**config.mk**
```make
export PLATFORM = sky130hd
export DESIGN_NAME = pipelinedCore
export DESIGN_NICKNAME = d
export VERILOG_FILES = /design/src/rtl/corePkg.sv /design/src/rtl/fetchUnit.sv /design/src/rtl/instrDecoder.sv /design/src/rtl/regFile.sv /design/src/rtl/executeUnit.sv /design/src/rtl/hazardUnit.sv /design/src/rtl/pipelinedCore.sv
export SDC_FILE = /design/constraint.sdc
export NUM_CORES = 2
export LEC_CHECK = 0
export CAP_MARGIN = 20
export CORE_MARGIN = 1.5
export CORE_UTILIZATION = 40
export CTS_CLUSTER_SIZE = 16
export DETAILED_ROUTE_END_ITERATION = 7
export DONT_BUFFER_PORTS = 1
export SLEW_MARGIN = 20
export SYNTH_ARGS = -nofsm -noshare
export SYNTH_HDL_FRONTEND = slang
export SYNTH_SLANG_ARGS = --single-unit
export TNS_END_PERCENT = 1
```
**constraint.sdc**
```tcl
create_clock -name clk -period 8.21 [get_ports clk]
set_input_delay 1.642 -clock clk [delete_from_list [all_inputs] [get_ports clk]]
set_output_delay 1.642 -clock clk [all_outputs]
set_load 0.005 [all_outputs]
```
**src/rtl/corePkg.sv**
```systemverilog
////////////////////////////////////////////////////////////
// core widths, opcodes, funct3 and alu op codes
// instruction format union, execute control and retire structs
////////////////////////////////////////////////////////////
`default_nettype none

package corePkg;

  localparam int xLen        = 32;
  localparam int regAddrBits = 5;

  // major opcodes
  localparam logic [6:0] opReg    = 7'b0110011;
  localparam logic [6:0] opImm    = 7'b0010011;
  localparam logic [6:0] opLui    = 7'b0110111;
  localparam logic [6:0] opBranch = 7'b1100011;
  localparam logic [6:0] opJal    = 7'b1101111;

  // funct3 of the alu group
  localparam logic [2:0] f3Add = 3'b000; // add, sub, addi
  localparam logic [2:0] f3Sll = 3'b001;
  localparam logic [2:0] f3Slt = 3'b010;
  localparam logic [2:0] f3Xor = 3'b100;
  localparam logic [2:0] f3Srl = 3'b101;
  localparam logic [2:0] f3Or  = 3'b110;
  localparam logic [2:0] f3And = 3'b111;

  // funct3 of the branch group
  localparam logic [2:0] f3Beq = 3'b000;
  localparam logic [2:0] f3Bne = 3'b001;
  localparam logic [2:0] f3Blt = 3'b100;
  localparam logic [2:0] f3Bge = 3'b101;

  // alu op is {funct7 bit 5, funct3}
  localparam logic [3:0] aluAdd = {1'b0, f3Add};
  localparam logic [3:0] aluSub = {1'b1, f3Add};
  localparam logic [3:0] aluSll = {1'b0, f3Sll};
  localparam logic [3:0] aluSlt = {1'b0, f3Slt};
  localparam logic [3:0] aluXor = {1'b0, f3Xor};
  localparam logic [3:0] aluSrl = {1'b0, f3Srl};
  localparam logic [3:0] aluOr  = {1'b0, f3Or};
  localparam logic [3:0] aluAnd = {1'b0, f3And};

  ////////////////////////////////////////////////////////////
  // instruction formats

  typedef struct packed {
    logic [6:0] funct7;
    logic [4:0] rs2;
    logic [4:0] rs1;
    logic [2:0] funct3;
    logic [4:0] rd;
    logic [6:0] opcode;
  } rFmtT;

  typedef struct packed {
    logic [11:0] imm12;
    logic [4:0]  rs1;
    logic [2:0]  funct3;
    logic [4:0]  rd;
    logic [6:0]  opcode;
  } iFmtT;

  typedef struct packed {
    logic       imm12;   // sign bit
    logic [5:0] imm10to5;
    logic [4:0] rs2;
    logic [4:0] rs1;
    logic [2:0] funct3;
    logic [3:0] imm4to1;
    logic       imm11;
    logic [6:0] opcode;
  } bFmtT;

  typedef struct packed {
    logic       imm20;   // sign bit
    logic [9:0] imm10to1;
    logic       imm11;
    logic [7:0] imm19to12;
    logic [4:0] rd;
    logic [6:0] opcode;
  } jFmtT;

  typedef union packed {
    rFmtT r;
    iFmtT i;
    bFmtT b;
    jFmtT j;
  } instrU;

  ////////////////////////////////////////////////////////////
  // pipeline records

  typedef struct packed {
    logic                   valid;
    logic [3:0]             aluOp;    // funct3 only for branches
    logic                   useImm;
    logic                   isBranch;
    logic                   isJal;
    logic                   isLui;
    logic                   illegal;
    logic                   regWrite; // never set for rd 0
    logic [regAddrBits-1:0] rd;
    logic [regAddrBits-1:0] rs1;
    logic [regAddrBits-1:0] rs2;
    logic [xLen-1:0]        imm;
  } exCtrlT;

  typedef struct packed {
    logic                   valid;
    logic                   illegal;
    logic [xLen-1:0]        pc;
    logic [regAddrBits-1:0] rd;
    logic [xLen-1:0]        value;
  } retireT;

endpackage

`default_nettype wire

```
**src/rtl/fetchUnit.sv**
```systemverilog
////////////////////////////////////////////////////////////
// fetch unit: program counter with redirect and hold
////////////////////////////////////////////////////////////
`timescale 1ns/10ps
`default_nettype none

module fetchUnit import corePkg::*; #(
  parameter logic [xLen-1:0] resetVector = '0
) (
  input  logic            clk,
  input  logic            reset,
  input  logic            stallAll,
  input  logic            redirect,
  input  logic [xLen-1:0] redirectTarget,
  output logic [xLen-1:0] pcF
);

  logic [xLen-1:0] pcSeq;
  logic [xLen-1:0] pcNext;

  // sequential fetch is always one word ahead
  assign pcSeq = pcF + xLen'(4);

  // a taken branch or jal in E overrides the sequential address
  always_comb begin
    if (redirect) begin
      pcNext = redirectTarget;
    end else begin
      pcNext = pcSeq;
    end
  end

  always_ff @(posedge clk) begin
    if (reset) begin
      pcF <= resetVector;
    end else if (!stallAll) begin
      pcF <= pcNext;
    end
    // held cycles keep the current address on the port
  end

endmodule

`default_nettype wire

```
**src/rtl/instrDecoder.sv**
```systemverilog
////////////////////////////////////////////////////////////
// decoder: instruction views to execute controls and immediate
////////////////////////////////////////////////////////////
`timescale 1ns/10ps
`default_nettype none

module instrDecoder import corePkg::*; (
  input  instrU  instr,
  input  logic   validE,
  output exCtrlT ctrl
);

  logic            legal;
  logic            writes;      // format has a destination
  logic [12:0]     branchOff;
  logic [20:0]     jumpOff;
  logic [xLen-1:0] immI;
  logic [xLen-1:0] immB;
  logic [xLen-1:0] immJ;
  logic [xLen-1:0] immU;

  // immediates, one per format
  assign branchOff = {instr.b.imm12, instr.b.imm11, instr.b.imm10to5, instr.b.imm4to1, 1'b0};
  assign jumpOff   = {instr.j.imm20, instr.j.imm19to12, instr.j.imm11, instr.j.imm10to1, 1'b0};
  assign immI      = {{20{instr.i.imm12[11]}}, instr.i.imm12};
  assign immB      = {{19{branchOff[12]}}, branchOff};
  assign immJ      = {{11{jumpOff[20]}}, jumpOff};
  assign immU      = {instr.i.imm12, instr.i.rs1, instr.i.funct3, 12'b0};

  always_comb begin
    legal         = 1'b0;
    writes        = 1'b0;
    ctrl          = '0;
    ctrl.rs1      = instr.r.rs1;
    ctrl.rs2      = instr.r.rs2;
    ctrl.aluOp    = {1'b0, instr.r.funct3};

    case (instr.r.opcode)
      opReg: begin
        writes     = 1'b1;
        ctrl.aluOp = {instr.r.funct7[5], instr.r.funct3};
        if (instr.r.funct7 == 7'h00) begin
          legal = instr.r.funct3 inside {f3Add, f3Sll, f3Slt, f3Xor, f3Srl, f3Or, f3And};
        end else if (instr.r.funct7 == 7'h20) begin
          legal = (instr.r.funct3 == f3Add); // sub
        end
      end
      opImm: begin
        writes      = 1'b1;
        ctrl.useImm = 1'b1;
        ctrl.imm    = immI;
        legal       = instr.i.funct3 inside {f3Add, f3Slt, f3Xor, f3Or, f3And};
      end
      opLui: begin
        writes     = 1'b1;
        ctrl.isLui = 1'b1;
        ctrl.imm   = immU;
        legal      = 1'b1;
      end
      opBranch: begin
        ctrl.isBranch = 1'b1;
        ctrl.imm      = immB;
        legal         = instr.b.funct3 inside {f3Beq, f3Bne, f3Blt, f3Bge};
      end
      opJal: begin
        writes     = 1'b1;
        ctrl.isJal = 1'b1;
        ctrl.imm   = immJ;
        legal      = 1'b1;
      end
      default: legal = 1'b0;
    endcase

    // bubbles and illegal words do nothing
    ctrl.valid    = validE;
    ctrl.illegal  = validE & ~legal;
    ctrl.isBranch = ctrl.isBranch & validE & legal;
    ctrl.isJal    = ctrl.isJal & validE & legal;
    ctrl.regWrite = validE & legal & writes & (instr.r.rd != '0);
    ctrl.rd       = ctrl.regWrite ? instr.r.rd : '0;
  end

endmodule

`default_nettype wire

```
**src/rtl/regFile.sv**
```systemverilog
////////////////////////////////////////////////////////////
// integer register file, 2 read ports and 1 write port
////////////////////////////////////////////////////////////
`timescale 1ns/10ps
`default_nettype none

module regFile import corePkg::*; (
  input  logic                   clk,
  input  logic                   reset,
  input  logic [regAddrBits-1:0] rs1,
  input  logic [regAddrBits-1:0] rs2,
  input  logic                   writeEn,
  input  logic [regAddrBits-1:0] rd,
  input  logic [xLen-1:0]        writeData,
  output logic [xLen-1:0]        readA,
  output logic [xLen-1:0]        readB
);

  logic [xLen-1:0] regs [2**regAddrBits];

  always_ff @(posedge clk) begin
    if (reset) begin
      for (int i = 0; i < 2**regAddrBits; i++) begin
        regs[i] <= '0;
      end
    end else if (writeEn && rd != '0) begin
      regs[rd] <= writeData; // x0 never written
    end
  end

  assign readA = (rs1 == '0) ? '0 : regs[rs1];
  assign readB = (rs2 == '0) ? '0 : regs[rs2];

endmodule

`default_nettype wire

```
**src/rtl/executeUnit.sv**
```systemverilog
////////////////////////////////////////////////////////////
// execute: operand forwarding, alu, branch compare, W register
////////////////////////////////////////////////////////////
`timescale 1ns/10ps
`default_nettype none

module executeUnit import corePkg::*; (
  input  logic            clk,
  input  logic            reset,
  input  logic            stallAll,
  input  exCtrlT          ctrl,
  input  logic [xLen-1:0] pcE,
  input  logic [xLen-1:0] readA,
  input  logic [xLen-1:0] readB,
  input  logic            fwdA,
  input  logic            fwdB,
  output logic            redirect,
  output logic [xLen-1:0] redirectTarget,
  output retireT          retire
);

  retireT          retireQ;   // W stage
  retireT          retireNext;
  logic [xLen-1:0] srcA;
  logic [xLen-1:0] srcB;
  logic [xLen-1:0] opB;
  logic [xLen-1:0] aluResult;
  logic [xLen-1:0] result;
  logic            lessThan;
  logic            equal;
  logic            taken;

  ////////////////////////////////////////////////////////////
  // operands

  assign srcA = fwdA ? retireQ.value : readA;
  assign srcB = fwdB ? retireQ.value : readB;
  assign opB  = ctrl.useImm ? ctrl.imm : srcB;

  // shared by slt and the branch compare
  assign lessThan = $signed(srcA) < $signed(opB);
  assign equal    = (srcA == opB);

  always_comb begin
    case (ctrl.aluOp)
      aluAdd:  aluResult = srcA + opB;
      aluSub:  aluResult = srcA - opB;
      aluSll:  aluResult = srcA << opB[4:0];
      aluSlt:  aluResult = {{(xLen-1){1'b0}}, lessThan};
      aluXor:  aluResult = srcA ^ opB;
      aluSrl:  aluResult = srcA >> opB[4:0];
      aluOr:   aluResult = srcA | opB;
      aluAnd:  aluResult = srcA & opB;
      default: aluResult = '0;
    endcase
  end

  // lui passes the immediate, jal writes the link address
  always_comb begin
    if (ctrl.isLui) begin
      result = ctrl.imm;
    end else if (ctrl.isJal) begin
      result = pcE + xLen'(4);
    end else begin
      result = aluResult;
    end
  end

  ////////////////////////////////////////////////////////////
  // branch resolution

  always_comb begin
    case (ctrl.aluOp[2:0])
      f3Beq:   taken = equal;
      f3Bne:   taken = ~equal;
      f3Blt:   taken = lessThan;
      f3Bge:   taken = ~lessThan;
      default: taken = 1'b0;
    endcase
  end

  assign redirect       = (ctrl.isBranch & taken) | ctrl.isJal;
  assign redirectTarget = pcE + ctrl.imm;

  ////////////////////////////////////////////////////////////
  // writeback register

  always_comb begin
    retireNext.valid   = ctrl.valid;
    retireNext.illegal = ctrl.illegal;
    retireNext.pc      = pcE;
    retireNext.rd      = ctrl.rd;
    retireNext.value   = ctrl.regWrite ? result : '0;
  end

  always_ff @(posedge clk) begin
    if (reset) begin
      retireQ <= '0;
    end else if (!stallAll) begin
      retireQ <= retireNext;
    end
  end

  // a held W entry reports once, after the hold ends
  always_comb begin
    retire       = retireQ;
    retire.valid = retireQ.valid & ~stallAll;
  end

endmodule

`default_nettype wire

```
**src/rtl/hazardUnit.sv**
```systemverilog
////////////////////////////////////////////////////////////
// hazard unit: forwarding selects, E flush, global stall
////////////////////////////////////////////////////////////
`timescale 1ns/10ps
`default_nettype none

module hazardUnit import corePkg::*; (
  input  logic   holdCore,
  input  logic   redirect,
  input  exCtrlT ctrl,
  input  retireT retire,
  output logic   fwdA,
  output logic   fwdB,
  output logic   flushE,
  output logic   stallAll
);

  logic wbWrites;

  // external hold is the only stall source
  assign stallAll = holdCore;

  // W result not yet in the register file
  assign wbWrites = retire.valid & (retire.rd != '0);

  assign fwdA = wbWrites & (retire.rd == ctrl.rs1);
  assign fwdB = wbWrites & (retire.rd == ctrl.rs2);

  // squash the word fetched next to a taken branch or jal
  assign flushE = redirect & ~holdCore;

endmodule

`default_nettype wire

```
**src/rtl/pipelinedCore.sv**
```systemverilog
////////////////////////////////////////////////////////////
// top level: fetch to execute register and unit instances
////////////////////////////////////////////////////////////
`timescale 1ns/10ps
`default_nettype none

module pipelinedCore import corePkg::*; #(
  parameter logic [xLen-1:0] resetVector = '0
) (
  input  logic            clk,
  input  logic            reset,
  input  logic            holdCore,
  input  logic [xLen-1:0] instrData,
  output logic [xLen-1:0] instrAddr,
  output retireT          retire
);

  logic [xLen-1:0] pcF;
  logic [xLen-1:0] pcE;
  instrU           instrE;
  logic            validE;
  exCtrlT          ctrlE;
  logic [xLen-1:0] readA;
  logic [xLen-1:0] readB;
  logic            fwdA;
  logic            fwdB;
  logic            flushE;
  logic            stallAll;
  logic            redirect;
  logic [xLen-1:0] redirectTarget;

  assign instrAddr = pcF;

  fetchUnit #(.resetVector(resetVector)) fetch (
    .clk, .reset, .stallAll, .redirect, .redirectTarget, .pcF);

  ////////////////////////////////////////////////////////////
  // F to E register

  always_ff @(posedge clk) begin
    if (reset) begin
      validE <= 1'b0;
    end else if (flushE) begin
      validE <= 1'b0;  // bubble
    end else if (!stallAll) begin
      validE <= 1'b1;
    end
  end

  always_ff @(posedge clk) begin
    if (!stallAll) begin
      instrE <= instrData;
      pcE    <= pcF;
    end
  end

  ////////////////////////////////////////////////////////////
  // execute stage

  instrDecoder decode (.instr(instrE), .validE, .ctrl(ctrlE));

  regFile regs (
    .clk, .reset,
    .rs1(ctrlE.rs1), .rs2(ctrlE.rs2),
    .writeEn(retire.valid), .rd(retire.rd), .writeData(retire.value), // from W
    .readA, .readB);

  executeUnit execute (
    .clk, .reset, .stallAll, .ctrl(ctrlE), .pcE,
    .readA, .readB, .fwdA, .fwdB,
    .redirect, .redirectTarget, .retire);

  hazardUnit hazard (
    .holdCore, .redirect, .ctrl(ctrlE), .retire,
    .fwdA, .fwdB, .flushE, .stallAll);

endmodule

`default_nettype wire

```
==> impl_metrics.toml <==
[status]
status = "completed"

[floorplanning]
coreArea_um2 = 183300
start_util = 0.4027
die_x_um = 432.6
dieArea_um2 = 187100
die-height_um = 432.6
ios = 138
rows = 157

[finish]
drive_gt1_frac = 0.2036
nets = 6053
num-fill-cells = 16470
area_delta_synth_final_pct = 11.00
final_area_um2 = 81930

[yosys]
avgSynthCellArea_um2 = 12.27
syn_inst = 6016
async_flop_share = 0
synth_ff_type = "edfxtp_1"
synth.area.top_cells = "edfxtp_1 44%, mux4_2 16%, and2_1 8.8%"
ys_ff_latch = 1202
seq_area_frac_synth = 0.4736
ys_types = 104
synth_largest_type_area_fraction = 0.4426
synth_area_um2 = 73810
synthesis.yosys.warnings = 0
synth_area_leader_cell = "edfxtp_1"
synth_common_cells = "1088 x edfxtp_1, 1040 x and2_1, 540 x mux4_2, 385 x clkbuf_1, 310 x nand2_1"
synthMostInstantiatedCell = "edfxtp_1"
synth-edff-count = 1088

[place]
place_area_um2 = 77530
place_worst_setup_slack_ps = 160.1
gp_congestion = 0.9954
dp_hpwl_um = 199800
portBuffers = 0

[clock_network]
insertion_delay_ps = 840
post_cts_buffers = 0
cts_hold_buf = 0
cts_tree = "built"
cts_sinks = 1202
cts.htree.levels = 4
numCtsBuffers = 138
cts.path.max_buffers = 3
cts_resized = 0
root_buffer = "clkbuf_16"
clk_pin_slew_ps = 70

[critical_path]
worstPathRequired_ps = 8930
slowest_delay_ps = 610
cp-end-kind = "flop"
path_depth = 24
cp_top_family = "compound AO/OA/AOI/OAI gates"
crit_path_start_kind = "flop"
crit_chain = "buf_12, buf_12, buf_4, mux4_2, mux2_2, o22ai_1, or3_1, o31ai_4, buf_4, ha_1, fa_1, nor2b_1, o21ai_0, a21oi_1, o311ai_0, buf_4, a31oi_1, o2111a_1, o31a_1, o21ai_0, a21oi_1, or4b_1, nor3_1, o21ai_1"
r2r-end = "execute.retire[30]$_SDFFE_PP0N_"
critPathArrivalTime_ps = 8390
reg2reg_depth = 24
path_class = "flop to flop"
cpMaxStageDelayCell = "dfxtp_4"
cp_max_fo = 19
worstSetupEndpoint = "execute.retire[30]$_SDFFE_PP0N_"
crit_top_cell = "buf_4"
r2r_slack_ps = 540
path_buf_inv = 5

[sta]
skew_ps = 56.77
relSlewSlack = 0.2123
worst_slack_ps = 541.4
setup_tns_ps = 0
tightest_slew_ps = 1149
finalCritPeriodShare = 0.9341
report.final.slew_viol_count = 0
hold_viol = 0
setup_viol = 0
max_freq_mhz = 130.4
finalCriticalPeriod_ps = 7669
rsz0062_at_grt = "false"

[pwr]
peakVddDrop_mv = 0.2366
power_w = 0.01841
p_per_area_nw_per_um2 = 224.7
p_leak_nw = 29.47

[grt]
grtUsageTotal = 0.3141
use_met3 = 0.06569
grt-ovfl-total = 0
grt_max_degree = 114
grt_antenna_before_repair = 28
met1_usage = 0.4028
busiest_layer = "met2"
grt_pass1_vias = 52879
grt_first_pass_wirelength_um = 413800
use_met2 = 0.4980

[detailed_routing]
wirelength_um = 297700
drt_iter0_drc = 8217
drcViolationCount = 0
firstDrtPassIters = 6
dr_total_vias = 54890
post_drt_wl_per_cell_um = 35.20
vias_per_cell = 6.489
antenna_left = 0

[run]
maxCapViolations = 0

[worst_hold_path]
holdCritPathClass = "flop to flop"
cell type report:
cell class              count  area [um^2]  area share
well taps                2464         3083     0.03763
clock buffers             173         3690     0.04504
multi-input cells        4124        36410      0.4444
inverters                 115        441.7    0.005391
diodes                     13        32.53   0.0003971
flip-flops and latches   1202        34990      0.4270
repair buffers            300         2611     0.03187
clock inverters            68        675.6    0.008247
worst min-delay path by stage:
stage | start | endpoint | slack, ps | cells after the start
after CTS | execute.retireQ[70]$_SDFFE_PP0N_ | execute.retireQ[70]$_SDFFE_PP0N_ | 470 | 2
after detailed placement | execute.retireQ[70]$_SDFFE_PP0N_ | execute.retireQ[70]$_SDFFE_PP0N_ | 450 | 2
after global routing | execute.retireQ[70]$_SDFFE_PP0N_ | execute.retireQ[70]$_SDFFE_PP0N_ | 480 | 2
after floorplan | execute.retireQ[70]$_SDFFE_PP0N_ | execute.retireQ[70]$_SDFFE_PP0N_ | 430 | 2
final | execute.retireQ[70]$_SDFFE_PP0N_ | execute.retireQ[70]$_SDFFE_PP0N_ | 470 | 2
after global placement | execute.retireQ[70]$_SDFFE_PP0N_ | execute.retireQ[70]$_SDFFE_PP0N_ | 450 | 2
per-stage QoR:
step | hold slack [ps] | utilization | cells
detailed placement | 451.7 | 0.4230 | 8205
global placement | 453.0 | 0.4222 | 8199
floorplan | 432.6 | - | 6047
CTS | 465.0 | 0.4468 | 8446
finish | 473.4 | 0.4470 | 8459
global route | 478.2 | 0.4469 | 8449
per-layer routing:
metal / vias to the layer above / wire length (um)
met5: - / 53
met4: 8 / 17860
met3: 827 / 30430
met2: 3636 / 137900
met1: 27992 / 111400
li1: 22427 / -
tightest hold or removal path, stage by stage, from the launching register on:
cell	delay, ps
dfxtp_1	310
nand2_1	50
a21oi_1	60
flip-flops by register name, summed over array words and instances (netlist names), named ones only:
| name | flops |
|---|---|
| regs.regs | 1024 |
| execute.retireQ | 1 |
| instrE | 32 |
| fetch.pcF | 32 |
| execute.retire | 70 |
| validE | 1 |
| pcE | 32 |
report_power, final:
part           internal, W  switching [W]
registers          0.00692       0.000245
clock network      0.00349        0.00268
logic              0.00183        0.00325
cell usage in the layout, fill, tap and decap left out, types with 21 or more instances in the layout:
master	instances
mux2_2	47
ha_1	134
mux4_2	540
a31oi_1	34
buf_4	273
dfxtp_1	102
clkinv_1	29
nor2b_1	38
o21ai_0	170
buf_12	22
o21bai_1	25
a21oi_1	251
a21o_1	38
nand2_1	309
and3_1	25
xor2_1	34
nor4_1	21
nand3_1	73
o21ai_4	31
o22ai_1	52
a211oi_1	63
nor3_1	51
nand4_1	21
xnor2_1	50
a221oi_1	44
o211ai_1	33
and2_1	1039
mux2i_1	265
clkbuf_16	142
a22oi_1	73
clkbuf_1	29
inv_1	105
conb_1	32
nor2_4	31
nor2_1	271
edfxtp_1	1088
cell families after synthesis:
family          count (synthesis)  share of synthesized area
compound gates               1028                    0.09347
xor+xnor                       84                   0.009968
fa+ha+maj                     137                    0.02353
buf+inv                       721                    0.04409
flops                        1202                     0.4736
mux                           855                     0.2083
other cells                     1                 0.00005081
simple gates                 1988                     0.1470
Power figures use the tool's default switching activity.
